File: src/verilog/dbg_macros.svh
`ifndef DBG_MACROS_SVH
`define DBG_MACROS_SVH

////////////////////////////////////////
// Data register layout
////////////////////////////////////////

`define DBG_DR_WIDTH 53   // Bits shifted per DR scan
`define DBG_TOP_BIT  52   // Low when the command is for this module

// Opcode field
`define DBG_OP_HI    51
`define DBG_OP_LO    48

// Burst start address and word count
`define DBG_ADDR_HI  47
`define DBG_ADDR_LO  16
`define DBG_CNT_HI   15
`define DBG_CNT_LO   0

// Status write data, {reset, stall}
`define DBG_SREG_HI  47
`define DBG_SREG_LO  46

////////////////////////////////////////
// Commands and CRC
////////////////////////////////////////

`define DBG_CMD_BWRITE32 4'h3
`define DBG_CMD_BREAD32  4'h7
`define DBG_CMD_IREG_WR  4'h9

`define DBG_CRC_POLY 32'hEDB8_8320  // Reflected CRC-32
`define DBG_CRC_INIT 32'hFFFF_FFFF

`endif
File: src/verilog/dbg_pkg.sv
package dbg_pkg;

  // Widths that carry a meaning
  typedef logic [31:0] word_t;    // SPR address and data
  typedef logic [15:0] count_t;   // Words left in a burst
  typedef logic [3:0]  opcode_t;  // Command opcode
  typedef logic [5:0]  bitcnt_t;  // Bit position, needs to reach 32 for the CRC
  typedef logic [1:0]  status_t;  // [0] stall, [1] reset

  // Burst FSM
  // R* states run a burst read, W* states a burst write
  typedef enum logic [3:0] {
    IDLE,     // Status access and command decode
    RBEGIN,   // Strobe the first read
    RREADY,   // Wait for capture
    RSTATUS,  // Ready bit on TDO until the bus unit has data
    RBURST,   // Data words out
    RCRC,     // CRC out until update
    WREADY,   // Wait for capture
    WWAIT,    // Wait for the start bit
    WBURST,   // Data words in
    WCRC,     // Host CRC in
    WMATCH    // Match bit out until update
  } burst_state_t;

endpackage

File: src/verilog/dbg_cpu_module.sv
`timescale 1ns/10ps
`include "dbg_macros.svh"

module dbg_cpu_module (
  input  logic                     tck_i,
  input  logic                     rst_i,
  // TAP
  input  logic                     capture_dr_i,
  input  logic                     shift_dr_i,
  input  logic                     update_dr_i,
  input  logic                     module_select_i,
  input  logic                     tdi_i,
  input  logic [`DBG_DR_WIDTH-1:0] data_register_i,
  output logic                     module_tdo_o,
  output logic                     top_inhibit_o,
  // SPR bus
  output dbg_pkg::word_t           cpu_addr_o,
  output dbg_pkg::word_t           cpu_data_o,
  input  dbg_pkg::word_t           cpu_data_i,
  output logic                     cpu_stb_o,
  output logic                     cpu_we_o,
  input  logic                     cpu_ack_i,
  // CPU control
  input  logic                     cpu_bp_i,
  output logic                     cpu_stall_o,
  output logic                     cpu_rst_o
);

  logic             biu_strobe;
  logic             biu_rd;
  logic             biu_rdy;
  dbg_pkg::word_t   biu_addr;
  dbg_pkg::word_t   biu_wdata;
  dbg_pkg::word_t   biu_rdata;
  logic             crc_clr;
  logic             crc_en;
  logic             crc_shift;
  logic             crc_bit;
  logic             crc_serial;
  dbg_pkg::word_t   crc_value;
  logic             status_we;
  dbg_pkg::status_t status_wdata;
  dbg_pkg::status_t status_value;

  ////////////////////////////////////////
  // Controller and its helpers
  ////////////////////////////////////////

  dbg_burst_ctrl i_dbg_burst_ctrl (
    .tck_i           (tck_i),
    .rst_i           (rst_i),
    .capture_dr_i    (capture_dr_i),
    .shift_dr_i      (shift_dr_i),
    .update_dr_i     (update_dr_i),
    .module_select_i (module_select_i),
    .tdi_i           (tdi_i),
    .data_register_i (data_register_i),
    .module_tdo_o    (module_tdo_o),
    .top_inhibit_o   (top_inhibit_o),
    .biu_strobe_o    (biu_strobe),
    .biu_rd_o        (biu_rd),
    .biu_addr_o      (biu_addr),
    .biu_wdata_o     (biu_wdata),
    .biu_rdy_i       (biu_rdy),
    .biu_rdata_i     (biu_rdata),
    .crc_clr_o       (crc_clr),
    .crc_en_o        (crc_en),
    .crc_shift_o     (crc_shift),
    .crc_bit_o       (crc_bit),
    .crc_value_i     (crc_value),
    .crc_serial_i    (crc_serial),
    .status_we_o     (status_we),
    .status_wdata_o  (status_wdata),
    .status_value_i  (status_value)
  );

  dbg_spr_biu i_dbg_spr_biu (
    .tck_i      (tck_i),
    .rst_i      (rst_i),
    .strobe_i   (biu_strobe),
    .rd_i       (biu_rd),
    .addr_i     (biu_addr),
    .wdata_i    (biu_wdata),
    .rdy_o      (biu_rdy),
    .rdata_o    (biu_rdata),
    .cpu_addr_o (cpu_addr_o),
    .cpu_data_o (cpu_data_o),
    .cpu_data_i (cpu_data_i),
    .cpu_stb_o  (cpu_stb_o),
    .cpu_we_o   (cpu_we_o),
    .cpu_ack_i  (cpu_ack_i)
  );

  dbg_crc32 i_dbg_crc32 (
    .tck_i    (tck_i),
    .rst_i    (rst_i),
    .clr_i    (crc_clr),
    .en_i     (crc_en),
    .shift_i  (crc_shift),
    .bit_i    (crc_bit),
    .crc_o    (crc_value),
    .serial_o (crc_serial)
  );

  // Stall and reset lines to the CPU
  dbg_status_reg i_dbg_status_reg (
    .tck_i       (tck_i),
    .rst_i       (rst_i),
    .we_i        (status_we),
    .wdata_i     (status_wdata),
    .bp_i        (cpu_bp_i),
    .status_o    (status_value),
    .cpu_stall_o (cpu_stall_o),
    .cpu_rst_o   (cpu_rst_o)
  );

endmodule

File: src/verilog/dbg_burst_ctrl.sv
`timescale 1ns/10ps
`include "dbg_macros.svh"

module dbg_burst_ctrl (
  input  logic                     tck_i,
  input  logic                     rst_i,
  // TAP
  input  logic                     capture_dr_i,
  input  logic                     shift_dr_i,
  input  logic                     update_dr_i,
  input  logic                     module_select_i,
  input  logic                     tdi_i,
  input  logic [`DBG_DR_WIDTH-1:0] data_register_i,
  output logic                     module_tdo_o,
  output logic                     top_inhibit_o,
  // Bus unit
  output logic                     biu_strobe_o,
  output logic                     biu_rd_o,
  output dbg_pkg::word_t           biu_addr_o,
  output dbg_pkg::word_t           biu_wdata_o,
  input  logic                     biu_rdy_i,
  input  dbg_pkg::word_t           biu_rdata_i,
  // CRC
  output logic                     crc_clr_o,
  output logic                     crc_en_o,
  output logic                     crc_shift_o,
  output logic                     crc_bit_o,
  input  dbg_pkg::word_t           crc_value_i,
  input  logic                     crc_serial_i,
  // Status register
  output logic                     status_we_o,
  output dbg_pkg::status_t         status_wdata_o,
  input  dbg_pkg::status_t         status_value_i
);

  localparam dbg_pkg::bitcnt_t LAST_BIT = 6'd31;  // Last bit of a data word
  localparam dbg_pkg::bitcnt_t CRC_BITS = 6'd32;

  // TDO sources
  localparam logic [1:0] TDO_RDY   = 2'd0;
  localparam logic [1:0] TDO_SHIFT = 2'd1;
  localparam logic [1:0] TDO_MATCH = 2'd2;
  localparam logic [1:0] TDO_CRC   = 2'd3;

  dbg_pkg::burst_state_t state, state_nxt;
  dbg_pkg::word_t        addr_q;    // Address of the next SPR access
  dbg_pkg::opcode_t      op_q;      // Latched burst opcode
  dbg_pkg::count_t       word_cnt;  // Words still to move
  dbg_pkg::bitcnt_t      bit_cnt;
  dbg_pkg::word_t        out_sr;    // Read data or status toward TDO
  dbg_pkg::opcode_t      op_in;

  logic       cmd_hit;      // Update of a command addressed to us
  logic       burst_cmd;
  logic       last_bit;
  logic       word_zero;
  logic       more_words;   // Another read still to start after this word
  logic       crc_match;
  logic       cmd_ld;
  logic       addr_inc;
  logic       word_dec;
  logic       bit_rst;
  logic       bit_en;
  logic       out_ld;
  logic       out_shift;
  logic       out_src_biu;  // Load source, bus data or status
  logic       rd_next;      // Read word boundary
  logic       crc_from_tdi;
  logic [1:0] tdo_sel;

  // Decode straight from the data register
  assign op_in     = data_register_i[`DBG_OP_HI:`DBG_OP_LO];
  assign cmd_hit   = module_select_i & update_dr_i & ~data_register_i[`DBG_TOP_BIT];
  assign burst_cmd = (op_in == `DBG_CMD_BWRITE32) | (op_in == `DBG_CMD_BREAD32);

  assign status_we_o    = (state == dbg_pkg::IDLE) && cmd_hit && (op_in == `DBG_CMD_IREG_WR);
  assign status_wdata_o = data_register_i[`DBG_SREG_HI:`DBG_SREG_LO];

  assign last_bit   = (bit_cnt == LAST_BIT);
  assign word_zero  = (word_cnt == 16'd0);
  assign more_words = (word_cnt > 16'd1);
  assign crc_match  = (data_register_i[`DBG_TOP_BIT -: 32] == crc_value_i);

  assign biu_rd_o    = (op_q == `DBG_CMD_BREAD32);
  assign biu_addr_o  = addr_q;
  assign biu_wdata_o = {tdi_i, data_register_i[`DBG_TOP_BIT -: 31]};  // TDI is one bit ahead
  assign crc_bit_o   = crc_from_tdi ? tdi_i : out_sr[0];

  ////////////////////////////////////////
  // FSM
  ////////////////////////////////////////

  always_ff @(posedge tck_i or posedge rst_i) begin
    if (rst_i) begin
      state <= dbg_pkg::IDLE;
    end else begin
      state <= state_nxt;
    end
  end

  always_comb begin
    state_nxt     = state;
    cmd_ld        = 1'b0;
    addr_inc      = 1'b0;
    word_dec      = 1'b0;
    bit_rst       = 1'b0;
    bit_en        = 1'b0;
    out_ld        = 1'b0;
    out_shift     = 1'b0;
    out_src_biu   = 1'b1;
    rd_next       = 1'b0;
    tdo_sel       = TDO_SHIFT;
    biu_strobe_o  = 1'b0;
    crc_clr_o     = 1'b0;
    crc_en_o      = 1'b0;
    crc_shift_o   = 1'b0;
    crc_from_tdi  = 1'b0;
    top_inhibit_o = 1'b0;

    case (state)
      dbg_pkg::IDLE: begin
        out_src_biu = 1'b0;  // Status read-back
        out_ld      = module_select_i & capture_dr_i;
        out_shift   = module_select_i & shift_dr_i;
        if (cmd_hit && burst_cmd) begin
          cmd_ld    = 1'b1;
          bit_rst   = 1'b1;
          crc_clr_o = 1'b1;
          state_nxt = (op_in == `DBG_CMD_BREAD32) ? dbg_pkg::RBEGIN : dbg_pkg::WREADY;
        end
      end
      dbg_pkg::RBEGIN: begin
        if (word_zero) begin
          state_nxt = dbg_pkg::IDLE;  // Empty burst
        end else begin
          biu_strobe_o = 1'b1;  // First read runs while the host recaptures
          addr_inc     = 1'b1;
          state_nxt    = dbg_pkg::RREADY;
        end
      end
      dbg_pkg::RREADY: begin
        if (module_select_i && capture_dr_i) state_nxt = dbg_pkg::RSTATUS;
      end
      dbg_pkg::RSTATUS: begin
        tdo_sel       = TDO_RDY;  // Host start bit
        top_inhibit_o = 1'b1;
        if (update_dr_i) begin
          state_nxt = dbg_pkg::IDLE;
        end else if (biu_rdy_i) begin
          rd_next   = 1'b1;
          state_nxt = dbg_pkg::RBURST;
        end
      end
      dbg_pkg::RBURST: begin
        out_shift     = 1'b1;
        bit_en        = 1'b1;
        crc_en_o      = 1'b1;  // CRC over the bits leaving on TDO
        top_inhibit_o = 1'b1;
        if (update_dr_i) begin
          state_nxt = dbg_pkg::IDLE;
        end else if (last_bit) begin
          if (word_zero) state_nxt = dbg_pkg::RCRC;
          else           rd_next   = 1'b1;
        end
      end
      dbg_pkg::RCRC: begin
        tdo_sel       = TDO_CRC;
        crc_shift_o   = 1'b1;  // Runs until update, no count needed
        top_inhibit_o = 1'b1;
        if (update_dr_i) state_nxt = dbg_pkg::IDLE;
      end
      dbg_pkg::WREADY: begin
        if (word_zero) begin
          state_nxt = dbg_pkg::IDLE;
        end else if (module_select_i && capture_dr_i) begin
          state_nxt = dbg_pkg::WWAIT;
        end
      end
      dbg_pkg::WWAIT: begin
        top_inhibit_o = 1'b1;
        if (update_dr_i) begin
          state_nxt = dbg_pkg::IDLE;
        end else if (module_select_i && data_register_i[`DBG_TOP_BIT]) begin
          // Start bit is in the DR, first data bit is on TDI now
          bit_en       = 1'b1;
          word_dec     = 1'b1;
          crc_en_o     = 1'b1;
          crc_from_tdi = 1'b1;
          state_nxt    = dbg_pkg::WBURST;
        end
      end
      dbg_pkg::WBURST: begin
        bit_en        = 1'b1;
        crc_en_o      = 1'b1;
        crc_from_tdi  = 1'b1;
        top_inhibit_o = 1'b1;
        if (update_dr_i) begin
          state_nxt = dbg_pkg::IDLE;
        end else if (last_bit) begin
          bit_rst      = 1'b1;
          biu_strobe_o = 1'b1;  // Word complete with this TDI bit
          addr_inc     = 1'b1;
          word_dec     = 1'b1;
          if (word_zero) state_nxt = dbg_pkg::WCRC;
        end
      end
      dbg_pkg::WCRC: begin
        bit_en        = 1'b1;
        top_inhibit_o = 1'b1;
        if (update_dr_i) begin
          state_nxt = dbg_pkg::IDLE;
        end else if (bit_cnt == CRC_BITS) begin
          tdo_sel   = TDO_MATCH;  // Host CRC now sits in DR[52:21]
          state_nxt = dbg_pkg::WMATCH;
        end
      end
      dbg_pkg::WMATCH: begin
        tdo_sel       = TDO_MATCH;
        top_inhibit_o = 1'b1;
        if (update_dr_i) state_nxt = dbg_pkg::IDLE;
      end
      default: state_nxt = dbg_pkg::IDLE;
    endcase

    // Load the fetched word and start the next read
    if (rd_next) begin
      out_ld   = 1'b1;
      bit_rst  = 1'b1;
      word_dec = 1'b1;
      if (more_words) begin
        biu_strobe_o = 1'b1;
        addr_inc     = 1'b1;
      end
    end
  end

  ////////////////////////////////////////
  // Counters and output shifter
  ////////////////////////////////////////

  always_ff @(posedge tck_i or posedge rst_i) begin
    if (rst_i) begin
      addr_q   <= '0;
      op_q     <= '0;
      word_cnt <= '0;
      bit_cnt  <= '0;
      out_sr   <= '0;
    end else begin
      if (cmd_ld) begin
        addr_q   <= data_register_i[`DBG_ADDR_HI:`DBG_ADDR_LO];
        op_q     <= op_in;
        word_cnt <= data_register_i[`DBG_CNT_HI:`DBG_CNT_LO];
      end else begin
        if (addr_inc) addr_q <= addr_q + 32'd1;  // SPRs are word addressed
        if (word_dec) word_cnt <= word_cnt - 16'd1;
      end
      if (bit_rst)     bit_cnt <= '0;
      else if (bit_en) bit_cnt <= bit_cnt + 6'd1;
      if (out_ld)         out_sr <= out_src_biu ? biu_rdata_i : dbg_pkg::word_t'(status_value_i);
      else if (out_shift) out_sr <= {1'b0, out_sr[31:1]};
    end
  end

  always_comb begin
    case (tdo_sel)
      TDO_RDY:   module_tdo_o = biu_rdy_i;
      TDO_MATCH: module_tdo_o = crc_match;
      TDO_CRC:   module_tdo_o = crc_serial_i;
      default:   module_tdo_o = out_sr[0];
    endcase
  end

  a_state_legal : assert property (@(posedge tck_i) disable iff (rst_i)
    state inside {dbg_pkg::IDLE, dbg_pkg::RBEGIN, dbg_pkg::RREADY, dbg_pkg::RSTATUS,
                  dbg_pkg::RBURST, dbg_pkg::RCRC, dbg_pkg::WREADY, dbg_pkg::WWAIT,
                  dbg_pkg::WBURST, dbg_pkg::WCRC, dbg_pkg::WMATCH});

endmodule

File: src/verilog/dbg_spr_biu.sv
`timescale 1ns/10ps

module dbg_spr_biu (
  input  logic           tck_i,
  input  logic           rst_i,
  // Request side
  input  logic           strobe_i,  // One cycle long and only while rdy_o
  input  logic           rd_i,      // 1 read, 0 write
  input  dbg_pkg::word_t addr_i,
  input  dbg_pkg::word_t wdata_i,
  output logic           rdy_o,
  output dbg_pkg::word_t rdata_o,
  // SPR bus
  output dbg_pkg::word_t cpu_addr_o,
  output dbg_pkg::word_t cpu_data_o,
  input  dbg_pkg::word_t cpu_data_i,
  output logic           cpu_stb_o,
  output logic           cpu_we_o,
  input  logic           cpu_ack_i
);

  logic           stb_q;
  logic           we_q;
  logic           rdy_q;
  logic           start;  // Request accepted this cycle
  logic           done;   // Bus acked this cycle
  dbg_pkg::word_t addr_q;
  dbg_pkg::word_t wdata_q;
  dbg_pkg::word_t rdata_q;

  assign start = strobe_i & rdy_q;
  assign done  = stb_q & cpu_ack_i;

  // Ready drops after the strobe and returns the cycle after ack
  always_ff @(posedge tck_i or posedge rst_i) begin
    if (rst_i) begin
      stb_q <= 1'b0;
      we_q  <= 1'b0;
      rdy_q <= 1'b1;
    end else if (start) begin
      stb_q <= 1'b1;
      we_q  <= ~rd_i;
      rdy_q <= 1'b0;
    end else if (done) begin
      stb_q <= 1'b0;
      we_q  <= 1'b0;
      rdy_q <= 1'b1;
    end
  end

  // Request held on the bus until ack
  always_ff @(posedge tck_i) begin
    if (start) begin
      addr_q  <= addr_i;
      wdata_q <= wdata_i;
    end
    if (done && !we_q) begin
      rdata_q <= cpu_data_i;  // Valid once rdy_o is back
    end
  end

  assign rdy_o      = rdy_q;
  assign rdata_o    = rdata_q;
  assign cpu_stb_o  = stb_q;
  assign cpu_we_o   = we_q;
  assign cpu_addr_o = addr_q;
  assign cpu_data_o = wdata_q;

  ////////////////////////////////////////
  // Checks
  ////////////////////////////////////////

  // Controller keeps to the back-pressure rule
  a_no_strobe_busy : assert property (@(posedge tck_i) disable iff (rst_i)
    strobe_i |-> rdy_o);

endmodule

File: src/verilog/dbg_status_reg.sv
`timescale 1ns/10ps

module dbg_status_reg (
  input  logic             tck_i,
  input  logic             rst_i,
  input  logic             we_i,      // Status write from the TAP
  input  dbg_pkg::status_t wdata_i,
  input  logic             bp_i,      // CPU breakpoint hit
  output dbg_pkg::status_t status_o,
  output logic             cpu_stall_o,
  output logic             cpu_rst_o
);

  dbg_pkg::status_t status_q;

  // Write loads both bits
  // A breakpoint stalls the CPU unless a write lands in the same cycle
  always_ff @(posedge tck_i or posedge rst_i) begin
    if (rst_i) begin
      status_q <= '0;
    end else if (we_i) begin
      status_q <= wdata_i;
    end else if (bp_i) begin
      status_q[0] <= 1'b1;  // Stall
    end
  end

  assign status_o    = status_q;     // Read back through the output shift register
  assign cpu_stall_o = status_q[0];
  assign cpu_rst_o   = status_q[1];

endmodule

File: src/verilog/dbg_crc32.sv
`timescale 1ns/10ps
`include "dbg_macros.svh"

module dbg_crc32 (
  input  logic           tck_i,
  input  logic           rst_i,
  input  logic           clr_i,    // Restart, wins over the rest
  input  logic           en_i,     // Fold bit_i into the CRC
  input  logic           shift_i,  // Plain shift, used to send the result out
  input  logic           bit_i,
  output dbg_pkg::word_t crc_o,
  output logic           serial_o
);

  dbg_pkg::word_t crc_q;
  logic           fb;  // Old LSB against the incoming bit

  assign fb = crc_q[0] ^ bit_i;

  ////////////////////////////////////////
  // LSB-first CRC-32, one bit per clock
  ////////////////////////////////////////

  always_ff @(posedge tck_i or posedge rst_i) begin
    if (rst_i) begin
      crc_q <= `DBG_CRC_INIT;
    end else if (clr_i) begin
      crc_q <= `DBG_CRC_INIT;
    end else if (en_i) begin
      crc_q <= {1'b0, crc_q[31:1]} ^ (fb ? `DBG_CRC_POLY : 32'h0);
    end else if (shift_i) begin
      // Same register doubles as the output shifter
      crc_q <= {1'b0, crc_q[31:1]};
    end
  end

  assign crc_o    = crc_q;
  assign serial_o = crc_q[0];  // Next CRC bit for TDO

endmodule

File: config.mk
export PLATFORM = sky130hd
export DESIGN_NAME = dbg_cpu_module
export DESIGN_NICKNAME = d
export VERILOG_FILES = /design/src/verilog/dbg_pkg.sv /design/src/verilog/dbg_cpu_module.sv /design/src/verilog/dbg_burst_ctrl.sv /design/src/verilog/dbg_spr_biu.sv /design/src/verilog/dbg_status_reg.sv /design/src/verilog/dbg_crc32.sv
export VERILOG_INCLUDE_DIRS = /design/src /design/src/verilog
export SDC_FILE = /design/constraint.sdc
export NUM_CORES = 1
export LEC_CHECK = 0
export ABC_AREA = 1
export ABC_CLOCK_PERIOD_IN_PS = 3800
export CAP_MARGIN = 20
export CELL_PAD_IN_SITES_DETAIL_PLACEMENT = 0
export CELL_PAD_IN_SITES_GLOBAL_PLACEMENT = 2
export CORE_MARGIN = 4
export CORE_UTILIZATION = 39
export CTS_BUF_LIST = sky130_fd_sc_hd__clkbuf_4
export CTS_CLUSTER_DIAMETER = 80
export DETAILED_ROUTE_END_ITERATION = 6
export DONT_BUFFER_PORTS = 1
export PLACE_DENSITY_LB_ADDON = 0.1
export SLEW_MARGIN = 20
export SYNTH_ARGS = -nofsm -noshare
export SYNTH_HDL_FRONTEND = slang
export SYNTH_HIERARCHICAL = 1
export SYNTH_SLANG_ARGS = --single-unit
File: constraint.sdc
create_clock -name tck_i -period 3.8 [get_ports tck_i]
set_input_delay 0.76 -clock tck_i [delete_from_list [all_inputs] [get_ports tck_i]]
set_output_delay 0.76 -clock tck_i [all_outputs]
set_load 0.02 [all_outputs]
## After elaboration in Yosys (flattened, before gate mapping)

Index checks and enable logic that the tools add are counted.
W data, S select, Z words.

- Magnitude comparators: 1
- Muxes and demuxes: 72
- Eq/ne operators: 30
- $add $sub $neg: 3
- Bitwise operators: 11
- Reductions and logical operators: 22

Operators by type and width:

| cell | number |
|---|---|
| $mux W32 | 9 |
| $mux W4 | 17 |
| $pmux W4 S10 | 1 |
| $add A32 B1 Y32 const B | 1 |
| $eq A32 B32 Y1 | 1 |
| $mux W16 | 2 |
| $xor A31 B32 Y32 | 1 |
| $mux W1 | 27 |
| $eq A4 B3 Y1 const B | 6 |
| $ne A3 B2 Y1 const B | 7 |
| $eq A4 B4 Y1 const B | 4 |
| $gt A16 B1 Y1 const B | 1 |
| $logic_not A16 Y1 | 1 |
| $pmux W1 S2 | 8 |
| $sub A16 B1 Y16 const B | 1 |
| $eq A4 B2 Y1 const B | 3 |
| $mux W6 | 2 |
| $reduce_bool A2 Y1 | 6 |
| $reduce_and A11 Y1 | 1 |
| $pmux W2 S4 | 1 |
| $reduce_or A7 Y1 | 1 |
| $add A6 B1 Y6 const B | 1 |
| $and A1 B1 Y1 | 6 |
| $eq A6 B5 Y1 const B | 1 |
| other kinds (19) | 30 |

- Flip-flop bits (word level): 227
- Output and inout bits: 70
- Bits of input ports: 94
- Logic and storage cells: 154

## Logic depth before layout (Yosys ltp)

- Depth after elaboration: 10
- Mapped depth: 15
- Mapped depth without buffers: 13

## Cells and area by module

Netlist, hierarchy kept.

Modules (own cells, without submodules):

| module | cells an instance | seq. area each (um^2) | times used | area each (um^2) |
|---|---|---|---|---|
| dbg_burst_ctrl | 1,247 | 2,352.3 | 1 | 7,576.0 |
| dbg_spr_biu | 114 | 2,959.1 | 1 | 3,020.4 |
| dbg_crc32 | 167 | 840.8 | 1 | 1,554.0 |
| dbg_status_reg | 12 | 50.0 | 1 | 100.1 |

## Worst setup path before layout

Ideal clock, no wire load.

- Path kind: input to register
- From: input cpu_ack_i
- To: register i_dbg_spr_biu.rdata_q[0] (netlist: i_dbg_spr_biu/rdata_o[0]), enable pin
- Required time: 3.379 ns
- Arrival time: 2.203 ns
- Path slack: 1.176 ns
- Stages on the path: 2
- Cells stage by stage: nand2_1 nor2_1

- Word-level cells in the longest chain between the ends: 2

RTL lines:

| element | RTL line | RTL |
|---|---|---|
| from (decl) | dbg_cpu_module.sv:22 | `input logic cpu_ack_i,` |
| $and A1 B1 Y1 | dbg_spr_biu.sv:32 | `assign done = stb_q & cpu_ack_i;` |
| $logic_and A1 B1 Y1 | dbg_spr_biu.sv:57 | `if (done && !we_q) begin` |
| to (signal assigned) | dbg_spr_biu.sv:58 | `rdata_q <= cpu_data_i;` |
| to (decl) | dbg_spr_biu.sv:29 | `dbg_pkg::word_t rdata_q;` |

No other way between the ends.
A chain may end at the register's enable or synchronous reset.

## Worst setup path after layout

- From: register i_dbg_crc32.crc_q[0] (netlist: i_dbg_crc32/crc_o[0])
- To: output module_tdo_o

- Word-level cells in the longest chain between the ends: 2

RTL lines:

| element | RTL line | RTL |
|---|---|---|
| from (decl) | dbg_crc32.sv:15 | `dbg_pkg::word_t crc_q;` |
| from (signal assigned) | dbg_crc32.sv:26 | `` crc_q <= `DBG_CRC_INIT; `` |
| from (signal assigned) | dbg_crc32.sv:28 | `` crc_q <= `DBG_CRC_INIT; `` |
| from (signal assigned) | dbg_crc32.sv:30 | `` crc_q <= {1'b0, crc_q[31:1]} ^ (fb ? `DBG_CRC_POLY : 32'h0); `` |
| $eq A32 B32 Y1 | dbg_burst_ctrl.sv:82 | `` assign crc_match = (data_register_i[`DBG_TOP_BIT -: 32] == crc_value_i); `` |
| $pmux W1 S3 * | dbg_burst_ctrl.sv:265 | `case (tdo_sel)` |
| to (decl) | dbg_cpu_module.sv:14 | `output logic module_tdo_o,` |

Every way passes the cells marked *; elsewhere a longest branch is shown, timed or not.

==> metrics <==
synthesis warning total=6; global-route total usage across every layer=20.8%; initial antenna violation count=2; Post-synth ARST share=57.7%; Slew headroom=39.2%; reg2reg setup slack=850 ps; dpl cells=1864; layout cells sized above 1=11.7%; Max Cap Violations=0; count of input and output buffers=0; RSZ-0062 raised after global routing=false; pin count of the biggest net entering global routing=63; TritonCTS clock tree=done; clk_skew=41.6 ps; hold depth=0; die width=185 um; std cell rows=64; GP Congestion=0.870; Largest stage delay, worst path=640 ps; Final Setup Violations=0; initial DRC count=689; Filler cells=3140; nets@finish=1686; Hold EP=i_dbg_spr_biu/cpu_data_o[5]; chip height=185 um; Final ANT Viol Nets=0; post-layout instance area=0.0137 mm2; cts repair resizes=0; LEAKAGE=6.64 nW; cell taking the most area after synthesis=edfxtp_1; H-tree depth=2; Seq cells post-synth=227; top-area cell type share of the netlist area=23.5%; grt ovf=0; critical path's slowest cell=dfstp_2; Post-Synthesis Cells=1540; Post-route DRC=0; 1st-pass router iterations=5; CTS clk-pin slew, worst paths=70 ps; R2R Path Start=i_dbg_burst_ctrl/word_cnt[0]; Die ar.=0.0343 mm2; Critical Path AT=2510 ps; Hold Crit Start=data_register_i[27]; TNS Setup=0 ps; R2R Path End=i_dbg_burst_ctrl/biu_addr_o[25]; VDD IR-drop max=0.000347 V; net count after synthesis=1640; Via Count=9945; clock buffer depth=3; Num CTS Buffers=60; critical path class=reg -> out; synthesized area=0.0123 mm2; Final Non-Filler Cells=2038; Seq/Total Area, Yosys=50.6%; dpl cell area=0.0123 mm2; Sinks on Clock Net=227; leading cell type in the layout, fill and taps excluded=nand2_1; vias in the first global route=9886; commonest non-fill, non-tap cells in the layout=nand2_1 (650), inv_1 (149), nor2_1 (119); Top delay family on crit path=simple AND/OR/NAND/NOR gates; Worst Reg-to-Reg Cells=13; Startpoint Class=flip-flop; min cycle time layout=3270 ps; Vias per Instance=4.88; final slew viol count=0; first-pass GRT wire length=56100 um; Initial Utilization=39.8%; count of different cell masters after synthesis=37; final wirelength=35700 um; Hold WC Path Type=in -> reg; outcome=completed; core area=0.0307 mm2; CP required=3040 ps; Slew @ Worst Pin=910 ps; Ports=164; top cells by area, synth=edfxtp_1 (24%), dfrtp_1 (20%), nand2_1 (20%); PD cells=704 mW/mm2; Fmax=306 MHz; CP dominant cell by count=nand2_1; Avg WL per Cell=17.5 um; final hold vios=0; critical-path cell list=inv_1, nand2_1, nand2_1, inv_1, nand2_1, nor2_1, nand2_1, nor2_1, nand3_1, nand4_1; CP bufs+invs=2; CP endpoint kind=output port; final worst-path cycle share=85.9%; Worst Path Max Fanout=6; CTS root buf=clkbuf_4; Mean Syn Cell Area=7.95 um2; hpwl dp=24400 um; ys flop type=dfrtp_1; P&R area growth vs syn=11.9%; clk_lat worst skew=770 ps; number of synthesized flops with an enable pin=96
## cell usage after synthesis, types with 7 or more instances
cell / instances
a21oi_1: 16
a22oi_1: 15
buf_2: 28
buf_4: 48
clkbuf_1: 10
dfrtp_1: 98
dfstp_2: 33
edfxtp_1: 96
inv_1: 150
inv_2: 7
nand2_1: 650
nand2_2: 10
nand3_1: 50
nand3b_1: 13
nand4_1: 79
nor2_1: 120
nor3_1: 7
o21ai_0: 27
o21ai_1: 10
xnor2_1: 14
xor2_1: 18
## per-stage QoR
stage          power, mW  hold slack [ps]  util (%)  setup slack, ps
2_1_floorplan       6.61              423         -              591
3_5_place_dp        7.43              442      40.1              881
5_1_grt             10.5             10.9      44.6              308
6_report            9.65             84.9      44.6              534
4_1_cts             9.78            0.245      44.4              457
3_3_place_gp        7.42              439      40.1              931
## power breakdown
part	total (mW)	switching, mW	internal, mW
registers	4.30	0.820	3.48
clock network	2.24	1.08	1.15
logic	3.11	2.03	1.08
## what timing repair did
item,4_1_cts,5_1_grt
buffers inserted,0,0
hold endpoints to repair,82,4
hold buffers,52,4
setup endpoints to repair,0,0
## worst reg2reg max path, cell delays in order, from the launching register on
cell,delay (ps)
dfrtp_1,390
inv_1,120
ha_1,160
nand2_1,50
nor2_1,180
nand2_2,140
nand3_4,350
nand2_4,90
nand2_4,70
buf_4,370
nand3_2,420
buf_4,360
nand2_1,90
nand2_1,40
## state kept, by name (all words and copies together) (netlist names)
signal / cells
i_dbg_burst_ctrl/bit_cnt: 6
i_dbg_burst_ctrl/biu_addr_o: 32
i_dbg_burst_ctrl/op_q: 4
i_dbg_burst_ctrl/out_sr: 32
i_dbg_burst_ctrl/state: 4
i_dbg_burst_ctrl/word_cnt: 16
i_dbg_crc32/crc_o: 32
i_dbg_spr_biu/cpu_addr_o: 32
i_dbg_spr_biu/cpu_data_o: 32
i_dbg_spr_biu/cpu_stb_o: 1
i_dbg_spr_biu/cpu_we_o: 1
i_dbg_spr_biu/rdata_o: 32
i_dbg_spr_biu/rdy_o: 1
i_dbg_status_reg/status_o: 2
## worst max path at each step
stage                                  startpoint                              to  slack (ps)  depth (start not counted)
floorplan                                   rst_i     i_dbg_burst_ctrl/bit_cnt[0]         590                          1
finish                       i_dbg_crc32/crc_o[0]                    module_tdo_o         530                         10
CTS                     i_dbg_burst_ctrl/state[3]                    module_tdo_o         460                          6
global placement    i_dbg_burst_ctrl/word_cnt[10]  i_dbg_burst_ctrl/biu_addr_o[9]         930                         12
detailed placement   i_dbg_burst_ctrl/word_cnt[0]  i_dbg_burst_ctrl/biu_addr_o[9]         880                         13
global route                 i_dbg_crc32/crc_o[0]                    module_tdo_o         310                         10
## layer usage
metal / GRT usage (%) / share of wire [%] / up-vias
met3: 5.58 / 6.4 / 43
met5: 0 / 0 / -
met1: 28.7 / 46 / 4598
li1: - / - / 5018
met2: 32.5 / 46 / 286
met4: 5.87 / 1.7 / 0
## final cells by class
class / count / area (um2) / area share (%)
tap: 396 / 495 / 3.61
timing repair buffer: 72 / 706 / 5.15
clock inverter: 24 / 121 / 0.885
sequential: 227 / 6200 / 45.2
clock buffer: 90 / 676 / 4.93
antenna: 4 / 10.0 / 0.0730
inverter: 158 / 598 / 4.36
multi-input combinational: 1067 / 4900 / 35.7
## cells by family after synthesis
logic type	share of synthesized area, %
xor+xnor	2.29
fa+ha+maj	0.613
mux	0.255
buf+inv	9.44
flops	50.6
compound gates	3.60
simple gates	33.2
(Power assumes the default switching activity.)
